==> config.mk <==
export PLATFORM = sky130hd
export DESIGN_NAME = timer_subsystem
export DESIGN_NICKNAME = d
export VERILOG_FILES = /design/src/source/timer_regs_pkg.sv /design/src/source/timer_bus_pkg.sv /design/src/source/timer_subsystem.sv /design/src/source/machine_timer.sv /design/src/source/timer_req_fifo.sv /design/src/source/timer_req_ingress.sv
export SDC_FILE = /design/constraint.sdc
export NUM_CORES = 1
export LEC_CHECK = 0
export BUFFER_PORTS_ARGS = -buffer_cell sky130_fd_sc_hd__buf_4
export CAP_MARGIN = 20
export CELL_PAD_IN_SITES_DETAIL_PLACEMENT = 0
export CELL_PAD_IN_SITES_GLOBAL_PLACEMENT = 1
export CORE_UTILIZATION = 54
export CTS_CLUSTER_SIZE = 8
export DETAILED_ROUTE_END_ITERATION = 7
export PLACE_DENSITY_LB_ADDON = 0.2
export SYNTH_ARGS = -nofsm -noshare
export SYNTH_HDL_FRONTEND = slang
export SYNTH_SLANG_ARGS = --single-unit
==> constraint.sdc <==
create_clock -name CLK -period 7.71 [get_ports CLK]
set_input_delay 1.542 -clock CLK [delete_from_list [all_inputs] [get_ports CLK]]
set_output_delay 1.542 -clock CLK [all_outputs]
set_load 0.01 [all_outputs]
==> src/source/timer_regs_pkg.sv <==
package timer_regs_pkg;

    // byte addresses of the register map
    localparam logic [7:0] ADDR_CTRL       = 8'h00;
    localparam logic [7:0] ADDR_MTIME_L    = 8'h04;
    localparam logic [7:0] ADDR_MTIME_H    = 8'h08;
    localparam logic [7:0] ADDR_MTIMECMP_L = 8'h0C;
    localparam logic [7:0] ADDR_MTIMECMP_H = 8'h10;

    // register select after address decode
    typedef enum logic [2:0] {
        REG_CTRL    = 3'd0,
        REG_MTIME_L = 3'd1,
        REG_MTIME_H = 3'd2,
        REG_CMP_L   = 3'd3,
        REG_CMP_H   = 3'd4,
        REG_NONE    = 3'd5
    } timer_reg_e;

    // control register fields
    typedef struct packed {
        logic [22:0] reserved;  // reads back as zero
        logic [7:0]  prescale;  // mtime advances every prescale + 1 cycles
        logic        enable;
    } timer_ctrl_t;

    // the bus carries the control word raw while the timer looks at its fields
    typedef union packed {
        logic [31:0] raw;
        timer_ctrl_t ctrl;
    } timer_ctrl_word_u;

    localparam logic [31:0] CTRL_RESET     = 32'h0;     // counter disabled
    localparam logic [63:0] MTIME_RESET    = 64'h0;
    localparam logic [63:0] MTIMECMP_RESET = '1;        // no interrupt until written

    // decoded request as it sits in the FIFO
    typedef struct packed {
        logic             write;
        timer_reg_e       sel;
        timer_ctrl_word_u data;
    } timer_cmd_t;

endpackage

==> src/source/timer_bus_pkg.sv <==
package timer_bus_pkg;

    // credits the host holds after reset and also the request FIFO depth
    localparam int CREDIT_DEPTH = 4;

    // credit counter has to hold the full value so it needs one extra code
    localparam int CREDIT_CNT_W = $clog2(CREDIT_DEPTH + 1);
    localparam logic [CREDIT_CNT_W-1:0] CREDIT_MAX = CREDIT_CNT_W'(CREDIT_DEPTH);

    // FIFO pointers index the CREDIT_DEPTH entries
    localparam int PTR_W = $clog2(CREDIT_DEPTH);
    localparam logic [PTR_W-1:0] PTR_LAST = PTR_W'(CREDIT_DEPTH - 1);

    // one host request beat
    typedef struct packed {
        logic        write;
        logic [7:0]  addr;  // byte address into the register map
        logic [31:0] data;  // write data, ignored on reads
    } timer_req_t;

    typedef enum logic [1:0] {
        OK        = 2'd0,
        BAD_ADDR  = 2'd1,   // nothing mapped at the address
        READ_ONLY = 2'd2    // write aimed at mtime
    } timer_status_e;

    // one response per request, returned in request order
    typedef struct packed {
        timer_status_e status;
        logic [31:0]   data;    // read value or zero
    } timer_rsp_t;

endpackage
==> src/source/timer_subsystem.sv <==
`timescale 1ns/1ps

module timer_subsystem (
    input  logic                      CLK,
    input  logic                      RST_N,
    input  logic                      req_valid,
    input  timer_bus_pkg::timer_req_t req,
    output logic                      rsp_valid,
    output timer_bus_pkg::timer_rsp_t rsp,
    output logic                      credit_return,
    output logic                      timer_int,
    output logic                      timer_pulse
);

    logic                       cmd_valid;
    timer_regs_pkg::timer_cmd_t cmd;
    logic                       fifo_valid;
    timer_regs_pkg::timer_cmd_t fifo_cmd;
    logic                       fifo_pop;

    // credit_return is fed back so the ingress count tracks the host
    timer_req_ingress timer_req_ingress_i (
        .CLK           (CLK),
        .RST_N         (RST_N),
        .req_valid     (req_valid),
        .req           (req),
        .credit_return (credit_return),
        .cmd_valid     (cmd_valid),
        .cmd           (cmd)
    );

    timer_req_fifo timer_req_fifo_i (
        .CLK        (CLK),
        .RST_N      (RST_N),
        .cmd_valid  (cmd_valid),
        .cmd        (cmd),
        .fifo_pop   (fifo_pop),
        .fifo_valid (fifo_valid),
        .fifo_cmd   (fifo_cmd)
    );

    machine_timer machine_timer_i (
        .CLK           (CLK),
        .RST_N         (RST_N),
        .fifo_valid    (fifo_valid),
        .fifo_cmd      (fifo_cmd),
        .fifo_pop      (fifo_pop),
        .rsp_valid     (rsp_valid),
        .rsp           (rsp),
        .credit_return (credit_return),
        .timer_int     (timer_int),
        .timer_pulse   (timer_pulse)
    );

endmodule

==> src/source/machine_timer.sv <==
`timescale 1ns/1ps

module machine_timer (
    input  logic                       CLK,
    input  logic                       RST_N,
    input  logic                       fifo_valid,
    input  timer_regs_pkg::timer_cmd_t fifo_cmd,
    output logic                       fifo_pop,
    output logic                       rsp_valid,
    output timer_bus_pkg::timer_rsp_t  rsp,
    output logic                       credit_return,
    output logic                       timer_int,
    output logic                       timer_pulse
);

    timer_regs_pkg::timer_ctrl_word_u ctrl;
    timer_regs_pkg::timer_ctrl_word_u ctrl_wdata;
    logic [63:0]                      mtime;
    logic [63:0]                      mtimecmp;
    logic [7:0]                       presc_cnt;
    logic                             tick;
    logic                             ctrl_wr;
    logic                             cmp_l_wr;
    logic                             cmp_h_wr;
    timer_bus_pkg::timer_rsp_t        rsp_next;

    // one command per cycle so the head is never held back
    assign fifo_pop = fifo_valid;

    // reserved bits are dropped on the way in so they read back as zero
    always_comb begin
        ctrl_wdata               = fifo_cmd.data;
        ctrl_wdata.ctrl.reserved = '0;
    end

    // execute the head command and build its response
    always_comb begin
        ctrl_wr         = 1'b0;
        cmp_l_wr        = 1'b0;
        cmp_h_wr        = 1'b0;
        rsp_next.status = timer_bus_pkg::OK;
        rsp_next.data   = '0;
        case (fifo_cmd.sel)
            timer_regs_pkg::REG_CTRL: begin
                if (fifo_cmd.write) ctrl_wr = fifo_pop;
                else rsp_next.data = ctrl.raw;
            end
            timer_regs_pkg::REG_MTIME_L: begin
                if (fifo_cmd.write) rsp_next.status = timer_bus_pkg::READ_ONLY;
                else rsp_next.data = mtime[31:0];
            end
            timer_regs_pkg::REG_MTIME_H: begin
                if (fifo_cmd.write) rsp_next.status = timer_bus_pkg::READ_ONLY;
                else rsp_next.data = mtime[63:32];
            end
            timer_regs_pkg::REG_CMP_L: begin
                if (fifo_cmd.write) cmp_l_wr = fifo_pop;
                else rsp_next.data = mtimecmp[31:0];
            end
            timer_regs_pkg::REG_CMP_H: begin
                if (fifo_cmd.write) cmp_h_wr = fifo_pop;
                else rsp_next.data = mtimecmp[63:32];
            end
            default: begin
                rsp_next.status = timer_bus_pkg::BAD_ADDR;
            end
        endcase
    end

    always_ff @(posedge CLK) begin
        if (!RST_N) begin
            ctrl.raw <= timer_regs_pkg::CTRL_RESET;
        end else if (ctrl_wr) begin
            ctrl <= ctrl_wdata;
        end
    end

    always_ff @(posedge CLK) begin
        if (!RST_N) begin
            mtimecmp <= timer_regs_pkg::MTIMECMP_RESET;
        end else begin
            if (cmp_l_wr) mtimecmp[31:0]  <= fifo_cmd.data.raw;
            if (cmp_h_wr) mtimecmp[63:32] <= fifo_cmd.data.raw;
        end
    end

    // mtime steps on the cycle the prescaler reaches its limit
    assign tick = ctrl.ctrl.enable && (presc_cnt == ctrl.ctrl.prescale);

    always_ff @(posedge CLK) begin
        if (!RST_N) begin
            presc_cnt <= '0;
        end else if (ctrl_wr || tick || !ctrl.ctrl.enable) begin
            presc_cnt <= '0;    // a control write starts a fresh period
        end else begin
            presc_cnt <= presc_cnt + 1'b1;
        end
    end

    always_ff @(posedge CLK) begin
        if (!RST_N) begin
            mtime <= timer_regs_pkg::MTIME_RESET;
        end else if (tick) begin
            mtime <= mtime + 64'd1;
        end
    end

    assign timer_int   = (mtime >= mtimecmp);
    assign timer_pulse = (mtime == mtimecmp);   // one cycle wide when counting every cycle

    always_ff @(posedge CLK) begin
        if (!RST_N) begin
            rsp_valid     <= 1'b0;
            credit_return <= 1'b0;
        end else begin
            rsp_valid     <= fifo_pop;
            credit_return <= fifo_pop;  // the freed FIFO slot goes back to the host
        end
    end

    always_ff @(posedge CLK) begin
        if (fifo_pop) begin
            rsp <= rsp_next;
        end
    end

    // a new prescale value restarts the period so the count never runs past the limit
    a_presc_in_range: assert property (
        @(posedge CLK) disable iff (!RST_N)
        ctrl.ctrl.enable |-> presc_cnt <= ctrl.ctrl.prescale
    );

endmodule

==> src/source/timer_req_fifo.sv <==
`timescale 1ns/1ps

module timer_req_fifo (
    input  logic                       CLK,
    input  logic                       RST_N,
    input  logic                       cmd_valid,
    input  timer_regs_pkg::timer_cmd_t cmd,
    input  logic                       fifo_pop,
    output logic                       fifo_valid,
    output timer_regs_pkg::timer_cmd_t fifo_cmd
);

    timer_regs_pkg::timer_cmd_t mem [timer_bus_pkg::CREDIT_DEPTH];

    logic [timer_bus_pkg::PTR_W-1:0]        wr_ptr;
    logic [timer_bus_pkg::PTR_W-1:0]        rd_ptr;
    logic [timer_bus_pkg::CREDIT_CNT_W-1:0] count;
    logic                                   full;

    assign full       = (count == timer_bus_pkg::CREDIT_MAX);
    assign fifo_valid = (count != '0);
    assign fifo_cmd   = mem[rd_ptr];   // head entry is always visible

    always_ff @(posedge CLK) begin
        if (cmd_valid) begin
            mem[wr_ptr] <= cmd;
        end
    end

    always_ff @(posedge CLK) begin
        if (!RST_N) begin
            wr_ptr <= '0;
            rd_ptr <= '0;
            count  <= '0;
        end else begin
            if (cmd_valid) begin
                wr_ptr <= (wr_ptr == timer_bus_pkg::PTR_LAST) ? '0 : wr_ptr + 1'b1;
            end
            if (fifo_pop) begin
                rd_ptr <= (rd_ptr == timer_bus_pkg::PTR_LAST) ? '0 : rd_ptr + 1'b1;
            end
            // push and pop together leave the occupancy alone
            case ({cmd_valid, fifo_pop})
                2'b10:   count <= count + 1'b1;
                2'b01:   count <= count - 1'b1;
                default: count <= count;
            endcase
        end
    end

    // credits should make overflow impossible
    a_no_push_full: assert property (
        @(posedge CLK) disable iff (!RST_N)
        cmd_valid |-> !full
    );

    a_no_pop_empty: assert property (
        @(posedge CLK) disable iff (!RST_N)
        fifo_pop |-> fifo_valid
    );

endmodule

==> src/source/timer_req_ingress.sv <==
`timescale 1ns/1ps

module timer_req_ingress (
    input  logic                      CLK,
    input  logic                      RST_N,
    input  logic                      req_valid,
    input  timer_bus_pkg::timer_req_t req,
    input  logic                      credit_return,
    output logic                      cmd_valid,
    output timer_regs_pkg::timer_cmd_t cmd
);

    // credits the host still holds, mirrors the host side count
    logic [timer_bus_pkg::CREDIT_CNT_W-1:0] credits;
    timer_regs_pkg::timer_reg_e             sel;

    // address decode, anything off the map becomes REG_NONE
    always_comb begin
        case (req.addr)
            timer_regs_pkg::ADDR_CTRL:       sel = timer_regs_pkg::REG_CTRL;
            timer_regs_pkg::ADDR_MTIME_L:    sel = timer_regs_pkg::REG_MTIME_L;
            timer_regs_pkg::ADDR_MTIME_H:    sel = timer_regs_pkg::REG_MTIME_H;
            timer_regs_pkg::ADDR_MTIMECMP_L: sel = timer_regs_pkg::REG_CMP_L;
            timer_regs_pkg::ADDR_MTIMECMP_H: sel = timer_regs_pkg::REG_CMP_H;
            default:                         sel = timer_regs_pkg::REG_NONE;
        endcase
    end

    always_ff @(posedge CLK) begin
        if (!RST_N) begin
            cmd_valid <= 1'b0;
        end else begin
            cmd_valid <= req_valid;     // one beat in, one command out a cycle later
        end
    end

    always_ff @(posedge CLK) begin
        if (req_valid) begin
            cmd.write    <= req.write;
            cmd.sel      <= sel;
            cmd.data.raw <= req.data;
        end
    end

    always_ff @(posedge CLK) begin
        if (!RST_N) begin
            credits <= timer_bus_pkg::CREDIT_MAX;
        end else begin
            case ({req_valid, credit_return})
                2'b10:   credits <= credits - 1'b1;  // host spent one
                2'b01:   credits <= credits + 1'b1;  // timer handed one back
                default: credits <= credits;         // both or neither cancel out
            endcase
        end
    end

    // the host may only send while it holds a credit
    a_beat_with_credit: assert property (
        @(posedge CLK) disable iff (!RST_N)
        req_valid |-> credits != '0
    );

    // more returns than beats means the timer answered something twice
    a_credit_bound: assert property (
        @(posedge CLK) disable iff (!RST_N)
        credits <= timer_bus_pkg::CREDIT_MAX
    );

endmodule

# Word-level counts from Yosys, hierarchy flattened

Memory sizes are Yosys's and may differ from the RTL's. A register that Yosys moved wholly into a read port is not among the register bits.
Cells that the tools add are included.

Order comparisons: 1
Multiplexer cells: 20
Add/subtract/negate cells: 6
Eq/ne operators: 14
Bitwise logic cells: 1
Reductions and logical operators: 11

Operator list:

| kind                                                            | number |
|---|---|
| 32-bit case mux with 5 select lines                             | 1 |
| 32-bit 2-to-1 mux                                               | 4 |
| 64-bit by 1-bit adder with 64-bit output, second input constant | 1 |
| 64-bit == test                                                  | 1 |
| 64-bit greater-or-equal comparator                              | 1 |
| 8-bit by 4-bit == test with 1-bit output, second input constant | 2 |
| 3-bit case mux with 5 select lines                              | 1 |
| 2-bit 2-to-1 mux                                                | 5 |
| 9-bit 2-to-1 mux                                                | 1 |
| 8-bit by 1-bit adder with 8-bit output, second input constant   | 1 |
| 8-bit by 3-bit == test with 1-bit output, second input constant | 1 |
| 8-bit by 5-bit == test with 1-bit output, second input constant | 1 |
| 8-bit == test                                                   | 1 |
| 8-bit zero test                                                 | 1 |
| 2-bit == test, second input constant                            | 3 |
| 3-bit by 2-bit == test with 1-bit output, second input constant | 2 |
| 1-bit 2-to-1 mux                                                | 6 |
| 3-bit case mux with 2 select lines                              | 1 |
| 2-bit by 1-bit adder with 2-bit output, second input constant   | 2 |
| 2-bit case mux with 2 select lines                              | 1 |
| 2-bit OR reduction                                              | 2 |
| 3-bit by 1-bit adder with 3-bit output, second input constant   | 1 |
| 3-bit by 1-bit == test with 1-bit output, second input constant | 1 |
| 3-bit == test, second input constant                            | 1 |
| other kinds (10)                                                | 11 |

Input port bits: 44
Bits in writable memories: 144
Logic and storage cells: 69
Register bits after elaboration: 224
Memories kept: 1
Output and inout port bits: 38

Memories:

| name                 | depth | bits a word | rd ports | clocked after memory_dff | write ports | line                 | source |
|---|---|---|---|---|---|---|---|
| timer_req_fifo_i.mem | 4     | 36          | 1        | 1                        | 1           | timer_req_fifo.sv:13 | `timer_regs_pkg::timer_cmd_t mem [timer_bus_pkg::CREDIT_DEPTH];` |

# Depth between registers and ports, before layout

Gate-level depths: netlist (run 1).

Depth after elaboration: 6
Mapped depth: 10
Mapped depth without buffers: 8

# Hierarchy

A second synthesis (run 1) with hierarchy kept.

Cell total of the unflattened synthesis: 1,356
Area, all modules: 16,417.0 µm²

Modules (own cells, without submodules):

| module            | area each (µm²) | instances | sequential area each (µm²) | cells each |
|---|---|---|---|---|
| machine_timer     | 9,557.9         | 1         | 3,943.8                    | 1,077 |
| timer_req_fifo    | 5,708.0         | 1         | 4,504.3                    | 234 |
| timer_req_ingress | 1,151.1         | 1         | 1,101.1                    | 45 |

# Least setup slack after synthesis (run 1)

No wires, ideal clock.

Kind: register to output
Start point: reg machine_timer_i.mtimecmp[54]
End point: out timer_pulse
Required time: 6,168 ps
Stages on the path, launching flop included: 8
Buffers on the path: 0
Setup slack: 4,307 ps
Arrival time: 1,861 ps
Cell sequence: dfxtp_1 > inv_1 > ha_1 > nand4_1 > or4_1 > nor2_1 > nand4_1 > nor3_1

Longest elaborated chain between the ends: 1

Ends and longest elaborated chain:

| item                     | line                  | source |
|---|---|---|
| start: declaration       | machine_timer.sv:19   | `logic [63:0] mtimecmp;` |
| start signal: assignment | machine_timer.sv:80   | `mtimecmp <= timer_regs_pkg::MTIMECMP_RESET;` |
| start signal: assignment | machine_timer.sv:83   | `if (cmp_h_wr) mtimecmp[63:32] <= fifo_cmd.data.raw;` |
| 64-bit == test           | machine_timer.sv:109  | `assign timer_pulse = (mtime == mtimecmp);` |
| end: declaration         | timer_subsystem.sv:12 | `output logic timer_pulse` |

Every way passes these cells.

# Worst setup path in the final report (run 1)

Start point: reg machine_timer_i.mtimecmp[54]
End point: out timer_int

Longest elaborated chain between the ends: 1

Ends and longest elaborated chain:

| item                               | line                  | source |
|---|---|---|
| 64-bit greater-or-equal comparator | machine_timer.sv:108  | `assign timer_int = (mtime >= mtimecmp);` |
| end: declaration                   | timer_subsystem.sv:11 | `output logic timer_int,` |

Every way passes these cells.

==> results.txt, run 1 <==
Status: completed
Largest net degree at the start of global routing: 80
Die Y: 175 um
N_diodes: 0
Data arrival time of the critical path: 3070 ps
Post-synth ARST share: 0%
Worst-Margin Slew: 1070 ps
Share of cells above drive strength 1: 14.2%
Clk Latency, worst-skew pair: 580 ps
Setup TNS: 0 ps
Pleak: 7.26 nW
Port buffer count: 81
Final Net Count: 1534
Grt total ovfl: 0
Mapped cell area: 16200 um^2
Die W: 175 um
Max cap viols: 0
Setup bufs post-CTS: 0
All-Layer GR Usage: 25.5%
Peak VDD IR: 0.241 mV
Cell variety after synth: 59
Post-synth EDFFs: 214
Row cnt: 62
Max Fclk: 0.217 GHz
Global-route wire length before repair: 59900 um
Syn-to-layout area delta: 15.3%
CTS root buffer: clkbuf_16
Simple-gate portion of the synthesized area: 11.6%
Die Area: 30600 um^2
Number of warnings issued by yosys: 0
I/O pin count: 82
CP Launch Point: machine_timer_i.mtimecmp[54]$_SDFFE_PN1P_
CTS H-tree lvls: 2
Main synth FF type: edfxtp_1
WP data required: 6170 ps
Post-Synth Adder-Cell Area: 5.69%
P per Cell Area: 301 nW/um^2
Post-Syn Area per Cell: 12.1 um^2
Final hold slack: 484 ps
TritonCTS clock tree: yes
Cts repair resizes: 0
Worst-path clk slew: 50 ps
Fin. Hold Viols: 0
Synth Register Bits: 370
Slew Limit Fails: 0
Synthesized netlist cell count: 1336
Power Total: 5.62 mW
CTS max path bufs: 3
Final HPWL from detailed placement: 24600 um
Main combinational cell family by area after synthesis: simple AND/OR/NAND/NOR gates
Critical path class: register to primary output
Routed WL: 38100 um
Post-synthesis mux area share: 6.68%
Crit path time final: 4610 ps
DP Worst Slack: 3350 ps
Hold path startpoint: machine_timer_i.presc_cnt[0]$_SDFF_PP0_
Core box area: 29100 um^2
DRT iter0 DRCs: 1024
Initial Utilization: 55.6%
XOR/XNOR share of the synthesized area: 3.03%
Post-route ant nets: 0
Detailed-route via count: 10800
Post-synthesis compound-gate area fraction: 10.0%
Period utilization: 59.8%
Min-Delay Path Class: register to register
CTS buffer count: 52
Register area share after synthesis: 59.0%
Startpoint Class: register
Final WS setup: 3100 ps
RSZ-0062 raised after global routing: no
Vias per cell: 5.89
DRC errors left: 0
CP max FO: 3
Hold Buf Count CTS: 0
CTS sink cnt: 370
Net Count, Synth: 1453
Slew headroom: 27.7%
Final Skew: 39.8 ps
Vias in the first global route: 10600
Drt pass-1 iters: 6
Initial antenna violation count: 0
Count of final setup violators: 0
Average wire per standard cell: 20.7 um
Crit. End Element: primary output
GPL Wtd Cong: 0.858
per-stage QoR:
stage / instance area [um^2] / instances / util (%)
2_1_floorplan: 16200 / 1336 / -
3_3_place_gp: 17000 / 1744 / 58.6
3_5_place_dp: 17000 / 1744 / 58.6
4_1_cts: 18600 / 1835 / 63.9
5_1_grt: 18600 / 1838 / 64.1
6_report: 18600 / 1838 / 64.1
critical path, stage by stage (launching register included):
cell      delay, ps
dfxtp_1         330
inv_1            70
ha_1            310
nand4_1         160
or4_1           580
nor2_1          250
nand4_1         230
o21bai_1        240
nand4_1         170
buf_4           160
kinds of logic (layout without fill, tap and decap cells):
| family | count (synthesis) | in the layout |
|---|---|---|
| buffers and inverters | 153 | 271 |
| muxes | 63 | 63 |
| AOI/OAI and AO/OA | 254 | 254 |
| adders and majority gates | 73 | 73 |
| DFF | 370 | 370 |
| and+or+nand+nor | 367 | 367 |
| xor gates and xnor gates | 56 | 56 |
worst paths after layout:
kind | end | slack [ps] | cells past startpoint
min reg2reg | machine_timer_i.presc_cnt[0]$_SDFF_PP0_ | 480 | 1
max reg2reg | machine_timer_i.mtimecmp[2]$_SDFFE_PN1P_ | 3710 | 7
max | timer_int | 3100 | 9
min | machine_timer_i.presc_cnt[0]$_SDFF_PP0_ | 480 | 1
power breakdown:
part / internal (mW) / total (mW) / leakage (nW) / switching [mW]
clock: 1.31 / 2.13 / 0.731 / 0.823
sequential: 2.33 / 2.42 / 3.27 / 0.0888
combinational: 0.433 / 1.07 / 3.26 / 0.637
state kept, by name, indices dropped and copies added, names as in the netlist, named ones only:
register                       flops
machine_timer_i.ctrl               9
timer_req_fifo_i.rd_ptr            2
timer_req_fifo_i.wr_ptr            2
machine_timer_i.mtimecmp          64
timer_req_fifo_i.mem             144
timer_req_ingress_i.cmd           36
timer_req_fifo_i.count             3
machine_timer_i.mtime             64
machine_timer_i.rsp_valid          1
machine_timer_i.presc_cnt          8
machine_timer_i.rsp               34
timer_req_ingress_i.cmd_valid      1
cells in the mapped netlist, drive strengths merged (2+ instances only):
library cell    n  area, um^2
and2           18         115
edfxtp        214        6430
xor2           38         333
ha             72         901
nand2b          2        12.5
inv            85         319
nor4            5        76.3
nand4          47         315
a2111oi         2        17.5
or4             7        52.6
o31ai           3        22.5
xnor2          18         158
mux2i          27         270
or2             4        27.5
dfxtp         156        3120
and4            5        43.8
a21boi          2        15.0
nor3           11        55.1
nand3          36         185
nor2           94         355
mux4           36         811
o211ai         64         480
o22ai           9        56.3
a22oi          46         345
and3           13        81.3
clkbuf         36         135
a21o            4        30.0
buf            32         174
or3            25         161
a211oi          3        22.5
a21oi          85         425
nand2          96         365
o21ai          29         145
cell type report:
class	instances	area, um^2
fillers	2222	10400
flip-flops and latches	370	9550
multi-input cells	813	6000
clock buffers	88	1460
repair buffers	95	746
well taps	384	480
inverters	85	319
clock inverters	3	90.1
layer usage:
layer | up-vias | track usage (%) | share of wire, %
li1 | 5135 | - | -
met1 | 5274 | 37.3 | 46
met2 | 346 | 38.8 | 46
met3 | 64 | 4.22 | 5.6
met4 | 0 | 8.04 | 2.4
met5 | - | 0 | 0
placed cells by master, fill, tap and decap left out, types with 3 or more instances in the layout:
master / n
a211oi_1: 3
o21ai_0: 29
o211ai_1: 64
and4_1: 5
nand2_1: 94
ha_1: 72
a21oi_1: 85
nor4_4: 3
dfxtp_1: 155
nor2_1: 93
and3_1: 13
nand3_1: 35
inv_1: 84
o22ai_1: 9
a22oi_1: 46
clkbuf_16: 53
or4_1: 7
xor2_1: 38
mux2i_1: 27
or3_1: 24
clkbuf_1: 35
mux4_2: 36
edfxtp_1: 214
a21o_1: 4
xnor2_1: 18
nor3_1: 11
and2_1: 15
nand4_1: 45
o31ai_1: 3
buf_4: 92
Power figures use the tool's default switching activity.
==> inputs of run 2 (changes only) <==
--- a/config.mk
+++ b/config.mk
@@ -9,7 +9,7 @@
 export CAP_MARGIN = 20
 export CELL_PAD_IN_SITES_DETAIL_PLACEMENT = 0
 export CELL_PAD_IN_SITES_GLOBAL_PLACEMENT = 1
-export CORE_UTILIZATION = 54
+export CORE_UTILIZATION = 50
 export CTS_CLUSTER_SIZE = 8
 export DETAILED_ROUTE_END_ITERATION = 7
 export PLACE_DENSITY_LB_ADDON = 0.2
==> constraint.sdc (replaced) <==
create_clock -name CLK -period 4.6 [get_ports CLK]
set_input_delay 0.92 -clock CLK [delete_from_list [all_inputs] [get_ports CLK]]
set_output_delay 0.92 -clock CLK [all_outputs]
set_load 0.01 [all_outputs]
==> results.txt, run 2 (synthesis gave the netlist of run 1 again) <==
CP Launch Point: machine_timer_i.mtime[15]$_SDFFE_PN0P_ (was machine_timer_i.mtimecmp[54]$_SDFFE_PN1P_)
Final WS setup: 610 ps (was 3100 ps)
Vias per cell: 5.81 (was 5.89)
Max cap viols: 0 (unchanged)
Worst-Margin Slew: 1010 ps (was 1070 ps)
Routed WL: 37800 um (was 38100 um)
Most used cell, CP: nand4_1 (unchanged)
Commonest non-fill, non-tap cells in the layout: edfxtp_1, dfxtp_1, buf_4, nand2_1, nor2_1 (was edfxtp_1, dfxtp_1, nand2_1, nor2_1, buf_4)
Post-route ant nets: 0 (unchanged)
WP data required: 3680 ps (was 6170 ps)
Detailed-route via count: 10800 (about the same)
Port buffer count: 81 (unchanged)
Die Area: 33100 um^2 (was 30600 um^2)
Leading cell type in the layout, fill and taps excluded: edfxtp_1 (unchanged)
Slew Limit Fails: 0 (unchanged)
Met2 WL: 17000 um (was 17400 um)
Final Cell Area: 18700 um^2 (was 18600 um^2)
Cell count of the worst hold path: 1 (unchanged)
Final Net Count: 1540 (was 1534)
Power Total: 9.37 mW (was 5.62 mW)
CTS root buffer: clkbuf_16 (unchanged)
Max layer used: met4 (unchanged)
Grt total ovfl: 0 (unchanged)
Initial Utilization: 51.0% (was 55.6%)
Average wire per standard cell: 20.3 um (was 20.7 um)
Count of final setup violators: 0 (unchanged)
Placed Area: 17100 um^2 (was 17000 um^2)
Syn-to-layout area delta: 15.3% (about the same)
CTS buffer count: 52 (unchanged)
DRT iter0 DRCs: 827 (was 1024)
Met3 Wirelength: 2490 um (was 2140 um)
Critical path class: register to primary output (unchanged)
Max Fclk: 0.251 GHz
CTS max path bufs: 3 (unchanged)
All-Layer GR Usage: 23.3% (was 25.5%)
Largest net degree at the start of global routing: 70 (was 80)
Initial antenna violation count: 0 (unchanged)
N_diodes: 0 (unchanged)
DRC errors left: 0 (unchanged)
Vias in the first global route: 10600 (about the same)
Final Skew: 21.6 ps (was 39.8 ps)
Die Y: 182 um (was 175 um)
CTS H-tree lvls: 2 (unchanged)
P per Cell Area: 503 nW/um^2 (was 301 nW/um^2)
Clk Latency, worst-skew pair: 570 ps (was 580 ps)
Largest register FFs: 144 (unchanged)
Peak VDD IR: 0.452 mV (was 0.241 mV)
Min-Delay Path Class: register to register (unchanged)
Hold Buf Count CTS: 0 (unchanged)
Crit path time final: 3990 ps
DP Worst Slack: 1150 ps (was 3350 ps)
Setup TNS: 0 ps (unchanged)
Share of cells above drive strength 1: 14.5% (was 14.2%)
TritonCTS clock tree: yes (unchanged)
Global-route wire length before repair: 59200 um (was 59900 um)
R2R Setup Slk: 1340 ps (was 3710 ps)
Drt pass-1 iters: 5 (was 6)
Fin. Hold Viols: 0 (unchanged)
Final HPWL from detailed placement: 25100 um (was 24600 um)
Worst-path clk slew: 50 ps (about the same)
Row cnt: 65 (was 62)
I/O pin count: 82 (unchanged)
Slew headroom: 32.5% (was 27.7%)
Cts repair resizes: 0 (unchanged)
GPL Wtd Cong: 0.833 (was 0.858)
CTS sink cnt: 370 (unchanged)
Biggest register: timer_req_fifo_i.mem (unchanged)
Crit path cell chain: ha_1 > nand4_1 > or4_1 > nor4_1 > o21bai_1 > nand4_1 > buf_4 (was inv_1 > ha_1 > nand4_1 > or4_1 > nor2_1 > nand4_1 > o21bai_1 > nand4_1 > buf_4)
Setup bufs post-CTS: 0 (unchanged)
CP max FO: 6 (was 3)
Status: completed (unchanged)
Data arrival time of the critical path: 3070 ps (about the same)
Pleak: 7.26 nW (about the same)
Crit. End Element: primary output (unchanged)
CP Capture Point: timer_int (unchanged)
Biggest regs: timer_req_fifo_i.mem: 144 flops, machine_timer_i.mtime: 64 flops, machine_timer_i.mtimecmp: 64 flops (unchanged)
R2r worst-path depth: 8 (was 7)
RSZ-0062 raised after global routing: no (unchanged)
Core box area: 31700 um^2 (was 29100 um^2)
CP max-delay cell: or4_1 (unchanged)
Wire length on met1: 17400 um (was 17700 um)
Die W: 182 um (was 175 um)
FF-to-FF End: machine_timer_i.mtimecmp[5]$_SDFFE_PN1P_ (was machine_timer_i.mtimecmp[2]$_SDFFE_PN1P_)
Startpoint Class: register (unchanged)
Slowest stage delay, CP: 610 ps (was 580 ps)
Period utilization: 86.7%
run 2: area by class of cell:
type	count	area [um^2]
multi-input cells	813	6000
clock inverters	4	77.6
flip-flops and latches	370	9550
fillers	2618	13100
clock buffers	86	1430
repair buffers	101	768
inverters	85	320
well taps	402	503
run 2: worst max-delay path: cells and delay by family, from the launching register on:
kind	cells	cell delay (ps)
DFF	1	390
buffers and inverters	1	160
and+or+nand+nor	4	1460
adders and majority gates	1	350
AOI/OAI and AO/OA	1	150
run 2: routing by layer:
metal  up-vias  track usage (%)
met5         -                0
met4         0             7.73
met3        73             3.49
met2       337             36.1
met1      5257             33.5
li1       5146                -
run 2: report_power, final:
| group | internal (mW) | leakage, nW | switching [mW] |
|---|---|---|---|
| registers | 3.91 | 3.27 | 0.159 |
| logic | 0.723 | 3.29 | 1.10 |
| clock network | 2.10 | 0.712 | 1.38 |
run 2: how the worst min path moves through the flow:
stage / end / from / slack, ps
5_1_grt: timer_req_ingress_i.cmd[29]$_DFFE_PP_ / req[29] / 500
3_3_place_gp: machine_timer_i.presc_cnt[0]$_SDFF_PP0_ / machine_timer_i.presc_cnt[0]$_SDFF_PP0_ / 460
3_5_place_dp: machine_timer_i.presc_cnt[0]$_SDFF_PP0_ / machine_timer_i.presc_cnt[0]$_SDFF_PP0_ / 470
4_1_cts: machine_timer_i.presc_cnt[0]$_SDFF_PP0_ / machine_timer_i.presc_cnt[0]$_SDFF_PP0_ / 480
6_report: machine_timer_i.presc_cnt[0]$_SDFF_PP0_ / machine_timer_i.presc_cnt[0]$_SDFF_PP0_ / 480
2_1_floorplan: machine_timer_i.presc_cnt[0]$_SDFF_PP0_ / machine_timer_i.presc_cnt[0]$_SDFF_PP0_ / 440
run 2: stage by stage:
step / util (%) / hold slack (ps) / std cells
after floorplan: - / 437 / 1336
after global placement: 54.0 / 460 / 1770
after detailed placement: 54.1 / 469 / 1771
after CTS: 58.8 / 480 / 1861
after global routing: 58.8 / 505 / 1861
final: 58.8 / 480 / 1861
